[src/logic/riscv_macros.svh]
`ifndef RISCV_MACROS_SVH
`define RISCV_MACROS_SVH

// data and address width of the core.
`define XLEN 32

// address of the first instruction fetched after reset.
`define RESET_PC 32'h0000_0000

// number of architectural registers, x0 included.
`define REG_COUNT 32

`endif

[src/logic/riscv_pkg.sv]
`include "riscv_macros.svh"

package riscv_pkg;

    // base opcodes of the supported instruction classes.
    typedef enum logic [6:0] {
        op_i_type_l = 7'b0000011,
        op_i_type   = 7'b0010011,
        op_s_type   = 7'b0100011,
        op_r_type   = 7'b0110011,
        op_b_type   = 7'b1100011,
        op_j_type   = 7'b1101111
    } opcode_e;

    typedef enum logic [2:0] {
        alu_op_add = 3'b000,
        alu_op_sub = 3'b001,
        alu_op_or  = 3'b010,
        alu_op_and = 3'b011,
        alu_op_xor = 3'b100,
        alu_op_sll = 3'b101,
        alu_op_srl = 3'b110
    } alu_op_e;

    typedef enum logic {
        alu_src_reg     = 1'b0,
        alu_src_ext_imm = 1'b1
    } alu_src_e;

    typedef enum logic [1:0] {
        res_src_alu_out   = 2'b00,
        res_src_read_data = 2'b01,
        res_src_pc_plus_4 = 2'b10
    } result_src_e;

    typedef enum logic {
        pc_src_plus_4   = 1'b0,
        pc_src_plus_off = 1'b1
    } pc_src_e;

    // how the immediate bits are scattered in the instruction word.
    typedef enum logic [1:0] {
        imm_src_itype = 2'b00,
        imm_src_stype = 2'b01,
        imm_src_btype = 2'b10,
        imm_src_jtype = 2'b11
    } imm_src_e;

    // carry sits in bit 0 and negative in bit 3.
    typedef struct packed {
        logic negative;
        logic zero;
        logic overflow;
        logic carry;
    } alu_flags_t;

    typedef struct packed {
        logic        reg_we;
        logic        mem_we;
        alu_src_e    alu_src;
        result_src_e result_src;
        pc_src_e     pc_src;
        imm_src_e    imm_src;
        alu_op_e     alu_ctrl;
    } ctrl_t;

    typedef struct packed {
        logic [`XLEN-1:0] pc;
        logic [`XLEN-1:0] instr;
    } fetch_t;

    // everything the memory stage needs to finish one instruction.
    typedef struct packed {
        logic                           reg_we;
        logic                           mem_we;
        logic                           mem_rd;
        result_src_e                    result_src;
        logic [$clog2(`REG_COUNT)-1:0]  rd;
        logic [`XLEN-1:0]               alu_out;
        logic [`XLEN-1:0]               store_data;
        logic [`XLEN-1:0]               pc_plus_4;
        logic [`XLEN-1:0]               next_pc;
    } exec_t;

endpackage

[src/logic/controller.sv]
`timescale 1ns/1ps

// maps the opcode and function fields to the operation the ALU performs.
module alu_dec (
    input  riscv_pkg::opcode_e op,
    input  logic [2:0]         func3,
    input  logic [6:0]         func7,
    output riscv_pkg::alu_op_e alu_ctrl
);
    riscv_pkg::alu_op_e r_type_op;

    always_comb begin
        case (func3)
            3'b000: begin
                // sub is the only R-type here with a nonzero func7.
                r_type_op = (func7 == 7'b0) ? riscv_pkg::alu_op_add : riscv_pkg::alu_op_sub;
            end
            3'b110: r_type_op = riscv_pkg::alu_op_or;
            3'b111: r_type_op = riscv_pkg::alu_op_and;
            3'b100: r_type_op = riscv_pkg::alu_op_xor;
            3'b001: r_type_op = riscv_pkg::alu_op_sll;
            3'b101: r_type_op = riscv_pkg::alu_op_srl;
            default: r_type_op = riscv_pkg::alu_op_e'(3'bx);
        endcase
    end

    always_comb begin
        case (op)
            riscv_pkg::op_r_type:   alu_ctrl = r_type_op;
            riscv_pkg::op_i_type:   alu_ctrl = riscv_pkg::alu_op_add;
            riscv_pkg::op_i_type_l: alu_ctrl = riscv_pkg::alu_op_add;
            riscv_pkg::op_s_type:   alu_ctrl = riscv_pkg::alu_op_add;
            riscv_pkg::op_b_type:   alu_ctrl = riscv_pkg::alu_op_sub;
            default:                alu_ctrl = riscv_pkg::alu_op_e'(3'bx);
        endcase
    end
endmodule

// main control decoder. Branch outcome comes from the flags of rs1 - rs2.
module controller (
    input  logic [31:0]           instr,
    input  riscv_pkg::alu_flags_t alu_flags,
    output riscv_pkg::ctrl_t      ctrl
);
    riscv_pkg::opcode_e op;
    riscv_pkg::alu_op_e alu_op;
    riscv_pkg::pc_src_e pc_src_b_type;
    logic [2:0]         func3;

    assign op    = riscv_pkg::opcode_e'(instr[6:0]);
    assign func3 = instr[14:12];

    alu_dec u_alu_dec (
        .op       (op),
        .func3    (func3),
        .func7    (instr[31:25]),
        .alu_ctrl (alu_op)
    );

    // blt and bge look at the negative flag only.
    always_comb begin
        case (func3)
            3'b000: pc_src_b_type = alu_flags.zero ? riscv_pkg::pc_src_plus_off
                                                   : riscv_pkg::pc_src_plus_4;
            3'b001: pc_src_b_type = alu_flags.zero ? riscv_pkg::pc_src_plus_4
                                                   : riscv_pkg::pc_src_plus_off;
            3'b100: pc_src_b_type = alu_flags.negative ? riscv_pkg::pc_src_plus_off
                                                       : riscv_pkg::pc_src_plus_4;
            3'b101: pc_src_b_type = alu_flags.negative ? riscv_pkg::pc_src_plus_4
                                                       : riscv_pkg::pc_src_plus_off;
            default: pc_src_b_type = riscv_pkg::pc_src_e'(1'bx);
        endcase
    end

    // fields an instruction class does not use stay x.
    always_comb begin
        ctrl          = riscv_pkg::ctrl_t'('x);
        ctrl.alu_ctrl = alu_op;
        case (op)
            riscv_pkg::op_i_type_l: begin
                ctrl.reg_we     = 1'b1;
                ctrl.mem_we     = 1'b0;
                ctrl.alu_src    = riscv_pkg::alu_src_ext_imm;
                ctrl.result_src = riscv_pkg::res_src_read_data;
                ctrl.pc_src     = riscv_pkg::pc_src_plus_4;
                ctrl.imm_src    = riscv_pkg::imm_src_itype;
            end
            riscv_pkg::op_i_type: begin
                ctrl.reg_we     = 1'b1;
                ctrl.mem_we     = 1'b0;
                ctrl.alu_src    = riscv_pkg::alu_src_ext_imm;
                ctrl.result_src = riscv_pkg::res_src_alu_out;
                ctrl.pc_src     = riscv_pkg::pc_src_plus_4;
                ctrl.imm_src    = riscv_pkg::imm_src_itype;
            end
            riscv_pkg::op_s_type: begin
                ctrl.reg_we     = 1'b0;
                ctrl.mem_we     = 1'b1;
                ctrl.alu_src    = riscv_pkg::alu_src_ext_imm;
                ctrl.result_src = riscv_pkg::res_src_read_data;
                ctrl.pc_src     = riscv_pkg::pc_src_plus_4;
                ctrl.imm_src    = riscv_pkg::imm_src_stype;
            end
            riscv_pkg::op_r_type: begin
                ctrl.reg_we     = 1'b1;
                ctrl.mem_we     = 1'b0;
                ctrl.alu_src    = riscv_pkg::alu_src_reg;
                ctrl.result_src = riscv_pkg::res_src_alu_out;
                ctrl.pc_src     = riscv_pkg::pc_src_plus_4;
            end
            riscv_pkg::op_b_type: begin
                ctrl.reg_we     = 1'b0;
                ctrl.mem_we     = 1'b0;
                ctrl.alu_src    = riscv_pkg::alu_src_reg;
                ctrl.pc_src     = pc_src_b_type;
                ctrl.imm_src    = riscv_pkg::imm_src_btype;
            end
            riscv_pkg::op_j_type: begin
                ctrl.reg_we     = 1'b1;
                ctrl.mem_we     = 1'b0;
                ctrl.result_src = riscv_pkg::res_src_pc_plus_4;
                ctrl.pc_src     = riscv_pkg::pc_src_plus_off;
                ctrl.imm_src    = riscv_pkg::imm_src_jtype;
            end
            default: ;
        endcase
    end
endmodule

[src/logic/alu.sv]
`timescale 1ns/1ps
`include "riscv_macros.svh"

module alu (
    input  logic [`XLEN-1:0]      a,
    input  logic [`XLEN-1:0]      b,
    input  riscv_pkg::alu_op_e    alu_ctrl,
    output logic [`XLEN-1:0]      result,
    output riscv_pkg::alu_flags_t flags
);
    logic             is_sub;
    logic             is_arith;
    logic [`XLEN-1:0] b_eff;
    logic [`XLEN:0]   sum;

    // subtraction is a + ~b + 1 so both share one adder.
    assign is_sub   = (alu_ctrl == riscv_pkg::alu_op_sub);
    assign is_arith = is_sub || (alu_ctrl == riscv_pkg::alu_op_add);
    assign b_eff    = is_sub ? ~b : b;
    assign sum      = {1'b0, a} + {1'b0, b_eff} + {{`XLEN{1'b0}}, is_sub};

    always_comb begin
        case (alu_ctrl)
            riscv_pkg::alu_op_add: result = sum[`XLEN-1:0];
            riscv_pkg::alu_op_sub: result = sum[`XLEN-1:0];
            riscv_pkg::alu_op_or:  result = a | b;
            riscv_pkg::alu_op_and: result = a & b;
            riscv_pkg::alu_op_xor: result = a ^ b;
            riscv_pkg::alu_op_sll: result = a << b[$clog2(`XLEN)-1:0];
            riscv_pkg::alu_op_srl: result = a >> b[$clog2(`XLEN)-1:0];
            default:               result = 'x;
        endcase
    end

    // overflow when both adder inputs agree in sign and the sum does not.
    assign flags.carry    = is_arith && sum[`XLEN];
    assign flags.overflow = is_arith && (a[`XLEN-1] == b_eff[`XLEN-1])
                            && (sum[`XLEN-1] != a[`XLEN-1]);
    assign flags.zero     = (result == '0);
    assign flags.negative = result[`XLEN-1];
endmodule

[src/logic/fetch_stage.sv]
`timescale 1ns/1ps
`include "riscv_macros.svh"

module fetch_stage (
    input  logic               clk,
    input  logic               rst_n,
    input  logic               done,
    input  logic [`XLEN-1:0]   next_pc,
    output logic               iwb_cyc,
    output logic               iwb_stb,
    output logic [`XLEN-1:0]   iwb_adr,
    input  logic [`XLEN-1:0]   iwb_dat_i,
    input  logic               iwb_ack,
    output logic               f_valid,
    output riscv_pkg::fetch_t  f_item
);
    typedef enum logic [1:0] {
        st_idle,
        st_bus,
        st_wait_done
    } state_e;

    state_e           state;
    logic [`XLEN-1:0] pc;

    // the request is held straight from the state register until ack.
    assign iwb_cyc = (state == st_bus);
    assign iwb_stb = (state == st_bus);
    assign iwb_adr = pc;

    always_ff @(posedge clk) begin
        if (!rst_n) begin
            state   <= st_idle;
            pc      <= `RESET_PC;
            f_valid <= 1'b0;
        end else begin
            f_valid <= 1'b0;
            case (state)
                st_idle: state <= st_bus;
                st_bus: begin
                    if (iwb_ack) begin
                        f_valid <= 1'b1;
                        state   <= st_wait_done;
                    end
                end
                st_wait_done: begin
                    // one instruction in flight, so wait for its writeback.
                    if (done) begin
                        pc    <= next_pc;
                        state <= st_bus;
                    end
                end
                default: state <= st_idle;
            endcase
        end
    end

    always_ff @(posedge clk) begin
        if (state == st_bus && iwb_ack) begin
            f_item.pc    <= pc;
            f_item.instr <= iwb_dat_i;
        end
    end
endmodule

[src/logic/execute_stage.sv]
`timescale 1ns/1ps
`include "riscv_macros.svh"

module execute_stage (
    input  logic                          clk,
    input  logic                          rst_n,
    input  logic                          f_valid,
    input  riscv_pkg::fetch_t             f_item,
    input  logic                          wb_we,
    input  logic [$clog2(`REG_COUNT)-1:0] wb_rd,
    input  logic [`XLEN-1:0]              wb_data,
    output logic                          e_valid,
    output riscv_pkg::exec_t              e_item
);
    logic [`XLEN-1:0]              regs [`REG_COUNT];
    logic [`XLEN-1:0]              instr;
    logic [$clog2(`REG_COUNT)-1:0] rs1;
    logic [$clog2(`REG_COUNT)-1:0] rs2;
    logic [`XLEN-1:0]              rs1_val;
    logic [`XLEN-1:0]              rs2_val;
    logic [`XLEN-1:0]              imm_ext;
    logic [`XLEN-1:0]              src_b;
    logic [`XLEN-1:0]              alu_out;
    logic [`XLEN-1:0]              pc_plus_4;
    logic [`XLEN-1:0]              next_pc;
    riscv_pkg::ctrl_t              ctrl;
    riscv_pkg::alu_flags_t         flags;

    assign instr = f_item.instr;
    assign rs1   = instr[19:15];
    assign rs2   = instr[24:20];

    // x0 is never written, so its entry is masked on read.
    assign rs1_val = (rs1 == '0) ? '0 : regs[rs1];
    assign rs2_val = (rs2 == '0) ? '0 : regs[rs2];

    always_ff @(posedge clk) begin
        if (wb_we && wb_rd != '0) begin
            regs[wb_rd] <= wb_data;
        end
    end

    always_comb begin
        case (ctrl.imm_src)
            riscv_pkg::imm_src_itype: imm_ext = {{20{instr[31]}}, instr[31:20]};
            riscv_pkg::imm_src_stype: imm_ext = {{20{instr[31]}}, instr[31:25], instr[11:7]};
            riscv_pkg::imm_src_btype: imm_ext = {{19{instr[31]}}, instr[31], instr[7],
                                                 instr[30:25], instr[11:8], 1'b0};
            riscv_pkg::imm_src_jtype: imm_ext = {{11{instr[31]}}, instr[31], instr[19:12],
                                                 instr[20], instr[30:21], 1'b0};
            default:                  imm_ext = 'x;
        endcase
    end

    controller u_controller (
        .instr     (instr),
        .alu_flags (flags),
        .ctrl      (ctrl)
    );

    assign src_b = (ctrl.alu_src == riscv_pkg::alu_src_ext_imm) ? imm_ext : rs2_val;

    alu u_alu (
        .a        (rs1_val),
        .b        (src_b),
        .alu_ctrl (ctrl.alu_ctrl),
        .result   (alu_out),
        .flags    (flags)
    );

    assign pc_plus_4 = f_item.pc + 32'd4;
    assign next_pc   = (ctrl.pc_src == riscv_pkg::pc_src_plus_off) ? f_item.pc + imm_ext
                                                                   : pc_plus_4;

    always_ff @(posedge clk) begin
        if (!rst_n) begin
            e_valid <= 1'b0;
        end else begin
            e_valid <= f_valid;
        end
    end

    always_ff @(posedge clk) begin
        if (f_valid) begin
            e_item.reg_we     <= ctrl.reg_we;
            e_item.mem_we     <= ctrl.mem_we;
            e_item.mem_rd     <= ctrl.reg_we
                                 && (ctrl.result_src == riscv_pkg::res_src_read_data);
            e_item.result_src <= ctrl.result_src;
            e_item.rd         <= instr[11:7];
            e_item.alu_out    <= alu_out;
            e_item.store_data <= rs2_val;
            e_item.pc_plus_4  <= pc_plus_4;
            e_item.next_pc    <= next_pc;
        end
    end
endmodule

[src/logic/memory_stage.sv]
`timescale 1ns/1ps
`include "riscv_macros.svh"

module memory_stage (
    input  logic                          clk,
    input  logic                          rst_n,
    input  logic                          e_valid,
    input  riscv_pkg::exec_t              e_item,
    output logic                          dwb_cyc,
    output logic                          dwb_stb,
    output logic                          dwb_we,
    output logic [`XLEN-1:0]              dwb_adr,
    output logic [`XLEN-1:0]              dwb_dat_o,
    input  logic [`XLEN-1:0]              dwb_dat_i,
    input  logic                          dwb_ack,
    output logic                          wb_we,
    output logic [$clog2(`REG_COUNT)-1:0] wb_rd,
    output logic [`XLEN-1:0]              wb_data,
    output logic                          done,
    output logic [`XLEN-1:0]              next_pc
);
    typedef enum logic {
        st_idle,
        st_bus
    } state_e;

    state_e           state;
    riscv_pkg::exec_t item;
    riscv_pkg::exec_t src;
    logic             access;
    logic             finish;
    logic [`XLEN-1:0] result;

    assign dwb_cyc   = (state == st_bus);
    assign dwb_stb   = (state == st_bus);
    assign dwb_we    = (state == st_bus) && item.mem_we;
    assign dwb_adr   = item.alu_out;
    assign dwb_dat_o = item.store_data;

    // during a bus cycle the latched item is live, otherwise the incoming one.
    assign src    = (state == st_bus) ? item : e_item;
    assign access = e_item.mem_rd || e_item.mem_we;
    assign finish = (state == st_idle && e_valid && !access) || (state == st_bus && dwb_ack);

    always_comb begin
        case (src.result_src)
            riscv_pkg::res_src_alu_out:   result = src.alu_out;
            riscv_pkg::res_src_read_data: result = dwb_dat_i;
            riscv_pkg::res_src_pc_plus_4: result = src.pc_plus_4;
            default:                      result = 'x;
        endcase
    end

    always_ff @(posedge clk) begin
        if (!rst_n) begin
            state <= st_idle;
            done  <= 1'b0;
            wb_we <= 1'b0;
        end else begin
            done  <= finish;
            wb_we <= finish && src.reg_we;
            if (state == st_idle && e_valid && access) begin
                state <= st_bus;
            end else if (state == st_bus && dwb_ack) begin
                state <= st_idle;
            end
        end
    end

    always_ff @(posedge clk) begin
        if (state == st_idle && e_valid) begin
            item <= e_item;
        end
        if (finish) begin
            wb_rd   <= src.rd;
            wb_data <= result;
            next_pc <= src.next_pc;
        end
    end
endmodule

[src/logic/riscv_core.sv]
`timescale 1ns/1ps
`include "riscv_macros.svh"

// three stages with a single instruction passed along at a time.
module riscv_core (
    input  logic             clk,
    input  logic             rst_n,
    output logic             iwb_cyc,
    output logic             iwb_stb,
    output logic [`XLEN-1:0] iwb_adr,
    input  logic [`XLEN-1:0] iwb_dat_i,
    input  logic             iwb_ack,
    output logic             dwb_cyc,
    output logic             dwb_stb,
    output logic             dwb_we,
    output logic [`XLEN-1:0] dwb_adr,
    output logic [`XLEN-1:0] dwb_dat_o,
    input  logic [`XLEN-1:0] dwb_dat_i,
    input  logic             dwb_ack
);
    logic                          f_valid;
    riscv_pkg::fetch_t             f_item;
    logic                          e_valid;
    riscv_pkg::exec_t              e_item;
    logic                          wb_we;
    logic [$clog2(`REG_COUNT)-1:0] wb_rd;
    logic [`XLEN-1:0]              wb_data;
    logic                          done;
    logic [`XLEN-1:0]              next_pc;

    fetch_stage u_fetch (
        .clk       (clk),
        .rst_n     (rst_n),
        .done      (done),
        .next_pc   (next_pc),
        .iwb_cyc   (iwb_cyc),
        .iwb_stb   (iwb_stb),
        .iwb_adr   (iwb_adr),
        .iwb_dat_i (iwb_dat_i),
        .iwb_ack   (iwb_ack),
        .f_valid   (f_valid),
        .f_item    (f_item)
    );

    execute_stage u_execute (
        .clk     (clk),
        .rst_n   (rst_n),
        .f_valid (f_valid),
        .f_item  (f_item),
        .wb_we   (wb_we),
        .wb_rd   (wb_rd),
        .wb_data (wb_data),
        .e_valid (e_valid),
        .e_item  (e_item)
    );

    memory_stage u_memory (
        .clk       (clk),
        .rst_n     (rst_n),
        .e_valid   (e_valid),
        .e_item    (e_item),
        .dwb_cyc   (dwb_cyc),
        .dwb_stb   (dwb_stb),
        .dwb_we    (dwb_we),
        .dwb_adr   (dwb_adr),
        .dwb_dat_o (dwb_dat_o),
        .dwb_dat_i (dwb_dat_i),
        .dwb_ack   (dwb_ack),
        .wb_we     (wb_we),
        .wb_rd     (wb_rd),
        .wb_data   (wb_data),
        .done      (done),
        .next_pc   (next_pc)
    );
endmodule

[config.mk]
export PLATFORM = sky130hd
export DESIGN_NAME = riscv_core
export DESIGN_NICKNAME = d
export VERILOG_FILES = /design/src/logic/riscv_pkg.sv /design/src/logic/controller.sv /design/src/logic/alu.sv /design/src/logic/fetch_stage.sv /design/src/logic/execute_stage.sv /design/src/logic/memory_stage.sv /design/src/logic/riscv_core.sv
export VERILOG_INCLUDE_DIRS = /design/src /design/src/logic
export SDC_FILE = /design/constraint.sdc
export NUM_CORES = 2
export LEC_CHECK = 0
export BUFFER_PORTS_ARGS = -buffer_cell sky130_fd_sc_hd__buf_4
export CAP_MARGIN = 40
export CORE_ASPECT_RATIO = 0.7
export CORE_UTILIZATION = 45
export CTS_CLUSTER_DIAMETER = 60
export CTS_CLUSTER_SIZE = 20
export DETAILED_ROUTE_END_ITERATION = 8
export PLACE_DENSITY = 0.58
export SYNTH_ARGS = -nofsm -noshare
export SYNTH_HDL_FRONTEND = slang
export SYNTH_HIERARCHICAL = 1
export SYNTH_SLANG_ARGS = --single-unit
[constraint.sdc]
create_clock -name clk -period 11 [get_ports clk]
set_clock_uncertainty 0.05 [all_clocks]
set_input_delay 2.2 -clock clk [delete_from_list [all_inputs] [get_ports clk]]
set_output_delay 2.2 -clock clk [all_outputs]
set_load 0.005 [all_outputs]
# Word-level counts from Yosys, hierarchy flattened
# Memories as Yosys holds them, arrays and structs flattened. A register that Yosys moved wholly into a read port is not among the register bits.
# Cells that the tools add are included.
# W data, S select, Z words.
[totals]
ramBits = 1024
out_inout_bits = 101
word_cells = 135
register_bits = 448
inputBits = 68
memories = 1
[op_classes]
n_shift = 2
n_addsub = 4
reduce_logical = 34
eq_ne = 27
bitwise_logic = 5
n_mux = 32
[mem_list]
columns = ["memory", "depth", "word_bits", "read_ports", "rd_ports_with_merged_regs", "wr", "line", "text"]
rows = [
  ["u_execute.regs", 32, 32, 2, 2, 1, "execute_stage.sv:15", "logic [`XLEN-1:0] regs [`REG_COUNT];"],
]
[op_table]
columns = ["op", "n"]
rows = [
  ["$pmux W32 S6", 1],
  ["$mux W32", 5],
  ["$mux W138", 1],
  ["$pmux W32 S4", 1],
  ["$pmux W32 S3", 1],
  ["$add A32 B32 Y32", 2],
  ["$add A32 B1 Y32", 1],
  ["$add A32 B3 Y32 const B", 1],
  ["$and A32 B32 Y32", 1],
  ["$logic_not A32 Y1", 1],
  ["$not A32 Y32", 1],
  ["$or A32 B32 Y32", 1],
  ["$shl A32 B5 Y32", 1],
  ["$shr A32 B5 Y32", 1],
  ["$xor A32 B32 Y32", 1],
  ["$eq A3 B3 Y1 const B", 7],
  ["$pmux W2 S3", 3],
  ["$pmux W3 S6", 1],
  ["$eq A7 B6 Y1 const B", 2],
  ["$eq A7 B7 Y1 const B", 2],
  ["$logic_not A5 Y1", 2],
  ["$mux W1", 10],
  ["$mux W5", 2],
  ["$reduce_or A2 Y1", 5],
  ["25 further kinds", 50],
]

# Longest topological paths before layout
[depth]
depth_word = 16
ltp_mapped = 36
depth_no_buf = 29

# Hierarchy
# The synthesis kept the hierarchy.
[modules_own_cells]
columns = ["module", "n_inst", "seq_area_each_um2", "cells_per_inst", "area_each_um2"]
rows = [
  ["execute_stage", 1, 34913.5, 2668, 54353.4],
  ["memory_stage", 1, 6246.0, 481, 8852.2],
  ["alu", 1, 0.0, 1168, 8534.4],
  ["fetch_stage", 1, 2622.5, 216, 3358.2],
  ["controller", 1, 0.0, 25, 171.4],
  ["alu_dec", 1, 0.0, 15, 106.4],
]

# Least setup slack after synthesis
# Ideal clock, no wire load.
[synth_path]
path_type = "register to register"
start = "register u_memory.state (netlist: u_memory/dwb_cyc)"
end = "register u_memory.next_pc[0] (enable)"
arrival_time_ns = 9.090
slack_ns = 1.438
stages_incl_launch_ff = 5
period_less_slack_ns = 9.562
setup_ns = 0.422
cell_sequence = "dfxtp_1 -> buf_6 -> nor2b_1 -> a22oi_1 -> inv_1"
[synth_between]
elab_chain_cells = 4
elab_cells_between_ends = 5
classes_between = "bitwise: 1; reduce/logical: 4"
[synth_rtl]
columns = ["element", "line", "text"]
rows = [
  ["start, declared", "memory_stage.sv:27", "state_e state;"],
  ["start signal, assigned", "memory_stage.sv:56", "state <= st_idle;"],
  ["start signal, assigned", "memory_stage.sv:63", "state <= st_bus;"],
  ["start signal, assigned", "memory_stage.sv:65", "state <= st_idle;"],
  ["$not A1 Y1", "memory_stage.sv:43", "assign finish = (state == st_idle && e_valid && !access) || (state == st_bus && dwb_ack);"],
  ["$logic_and A1 B1 Y1 (2 in series)", "memory_stage.sv:43", ""],
  ["$logic_or A1 B1 Y1 *", "memory_stage.sv:43", ""],
  ["named net u_memory.finish", "memory_stage.sv:31", "logic finish;"],
  ["end signal, assigned", "memory_stage.sv:77", "next_pc <= src.next_pc;"],
  ["end, declared", "memory_stage.sv:20", "output logic [`XLEN-1:0] next_pc"],
]
# The timed path passes the listed nets; every way through them passes the cells marked *.
# A chain may end at the register's enable or synchronous reset.

==> flow_summary.toml <==
[power]
power_density_nw_per_um2 = 145
vdd_drop_max_mv = 0.133
p_leak_nw = 27.5

[critical_path]
rr_worst_depth = 25
reg2reg_to = "u_execute/e_item[10]$_DFFE_PP_"
startpoint = "u_fetch/f_item[20]$_DFFE_PP_"
slowest_delay_ns = 0.78
worstPathMaxFanout = 105
cpMaxStageDelayCell = "o21ai_0"
endpoint_kind = "flip-flop"
cp_num_buf_inv = 6
reg2reg_slack_ns = 1.34
crit_end = "u_execute/e_item[10]$_DFFE_PP_"
cp-start-kind = "flip-flop"
setup.worst_path.class = "flip-flop to flip-flop"
cp.arrival_ns = 10.08
cp.required_ns = 11.43
rr_startpoint = "u_fetch/f_item[20]$_DFFE_PP_"
crit_top_cell = "buf_4"
cpLargestDelayFamily = "simple AND/OR/NAND/NOR gates"
cp.depth = 25

[worst_hold_path]
min_path_cells = 0
hp-start = "u_execute/e_item[76]$_DFFE_PP_"
hold_class = "flip-flop to flip-flop"

[clock_tree]
root_buffer = "clkbuf_16"
clk_pin_slew_ns = 0.08
clkSinkCount = 1471
cts_made_buffers = 105
cts_resized = 0
holdBufCountCts = 0
cts_max_path_buffers = 3
clk-insertion-delay-late_ns = 0.77
cts_setup_buffers = 0
htreeDepth = 3
cts_tree = "yes"

[drt]
num_vias = 46205
first_pass_iters = 8
drt-initial-drc-count = 6670
wl_mm = 249
wl_per_cell_um = 35.6
vias_per_cell = 6.61
final_antenna_net_count = 0
route.detailed.drc = 20

[global_route]
grt_max_degree = 139
grt_pass1_vias = 44459
antenna_found_initial = 11
grt_use_total = 0.293
gr-total-overflow = 0
grt_first_pass_wirelength_mm = 349

[timing]
fin_crit_ns = 9.66
rsz0062_at_grt = "no"
slew_viol_final = 0
fin_setup_tns_ns = 0
min_period_over_period = 0.878
hold_violations = 0
max_freq_mhz = 104
worstMarginPinSlew_ns = 1.02
fin_ws_ns = 1.34
setup_violations = 0
relSlewSlack = 0.319

[final_layout]
nets = 4883
mostFrequentLayoutCells = "edfxtp_1, mux4_2, buf_4"
syn2layout_area_growth_pct = 11.1
layout-drive-gt1-share = 0.304
mostFrequentLayoutCell = "edfxtp_1"

[die]
pin_count = 169
fp-row-count = 125
die_h_um = 344
dieWidth_um = 491
start_util = 0.454
fp.coreArea_sq_um = 166000
dieArea_sq_um = 169000

[place]
dp_worst_setup_slack_ns = 1.67
hpwlAfterDp_mm = 160
io_buffers = 168
gp_congestion = 1.01

[outcome]
violations = "DRC"
status = "complete, but fails checks"

[yosys]
syn_area_per_cell_sq_um = 16.5
ys.warnings.count = 6
syn_area_sq_um = 75300
syn_inst = 4566

[run]
drv_cap = 0
[worst min-delay path by stage]
stage / endpoint / slack [ns]
floorplan: u_memory/dwb_dat_o[0]$_DFFE_PP_ / 0.35
global placement: u_memory/dwb_dat_o[31]$_DFFE_PP_ / 0.35
finish: u_memory/dwb_dat_o[12]$_DFFE_PP_ / 0.37
CTS: u_memory/dwb_dat_o[12]$_DFFE_PP_ / 0.37
global route: u_memory/dwb_dat_o[1]$_DFFE_PP_ / 0.38
detailed placement: u_memory/dwb_dat_o[12]$_DFFE_PP_ / 0.35
[area by class of cell]
type | count | area [sq um]
fill | 13765 | 82400
sequential | 1471 | 43800
multi-input combinational | 2638 | 29500
timing repair buffer | 376 | 3530
tap | 2222 | 2780
clock buffer | 118 | 2740
clock inverter | 74 | 1000
inverter | 91 | 343
antenna | 4 | 10.0
[routing by layer]
metal / track usage / vias up / share of wire
met4: 0.0822 / 12 / 0.030
met3: 0.0664 / 306 / 0.10
met5: 0.0129 / - / 0.0015
met1: 0.449 / 24477 / 0.44
met2: 0.416 / 2585 / 0.43
li1: - / 18825 / -
[stage by stage]
stage | hold WS, ns | instance area (sq um) | cells | utilization | total power [W]
finish | 0.371 | 83700 | 6994 | 0.504 | 0.0122
global route | 0.377 | 83700 | 6991 | 0.504 | 0.0125
CTS | 0.371 | 83700 | 6988 | 0.504 | 0.0122
detailed placement | 0.355 | 80000 | 6796 | 0.481 | 0.00791
global placement | 0.351 | 79000 | 6744 | 0.476 | 0.00790
floorplan | 0.350 | 75500 | 4597 | - | 0.00734
[state kept, by name, summed over array words and instances (netlist names)]
name                count
u_memory/item          73
u_fetch/state           2
u_fetch/f_valid         1
u_memory/wb_data       32
u_memory/dwb_cyc        1
u_memory/next_pc       32
u_memory/wb_we          1
u_execute/regs       1024
u_execute/e_valid       1
u_memory/dwb_dat_o     32
u_memory/wb_rd          5
u_memory/done           1
u_execute/e_item      138
u_fetch/iwb_adr        32
u_memory/dwb_adr       32
u_fetch/f_item         64
[worst register-to-register path, cell delays in order, from the launching register on]
cell and delay, ns:
edfxtp_1 0.38, buf_12 0.45, buf_4 0.65, mux4_2 0.59, mux4_2 0.46, mux2i_1 0.64
o22ai_4 0.17, buf_12 0.29, mux4_2 0.58, o21ai_0 0.78, nor2_1 0.15, nor4_1 0.38
o21ai_0 0.22, nor4_1 0.55, and4b_1 0.39, nand4b_1 0.17, nor4_2 0.70, buf_4 0.25
nand2_1 0.05, mux2_4 0.27, o221ai_2 0.30, a21oi_4 0.14, buf_4 0.25, buf_4 0.29
nor2_1 0.18, a21oi_1 0.06
[power breakdown]
| part | leakage (nW) | switching (W) | internal, W | total, W |
|---|---|---|---|---|
| Sequential | 13.3 | 0.0000482 | 0.00615 | 0.00619 |
| Clock | 1.80 | 0.00214 | 0.00219 | 0.00433 |
| Combinational | 12.5 | 0.000995 | 0.000639 | 0.00163 |
(Power assumes the default switching activity.)
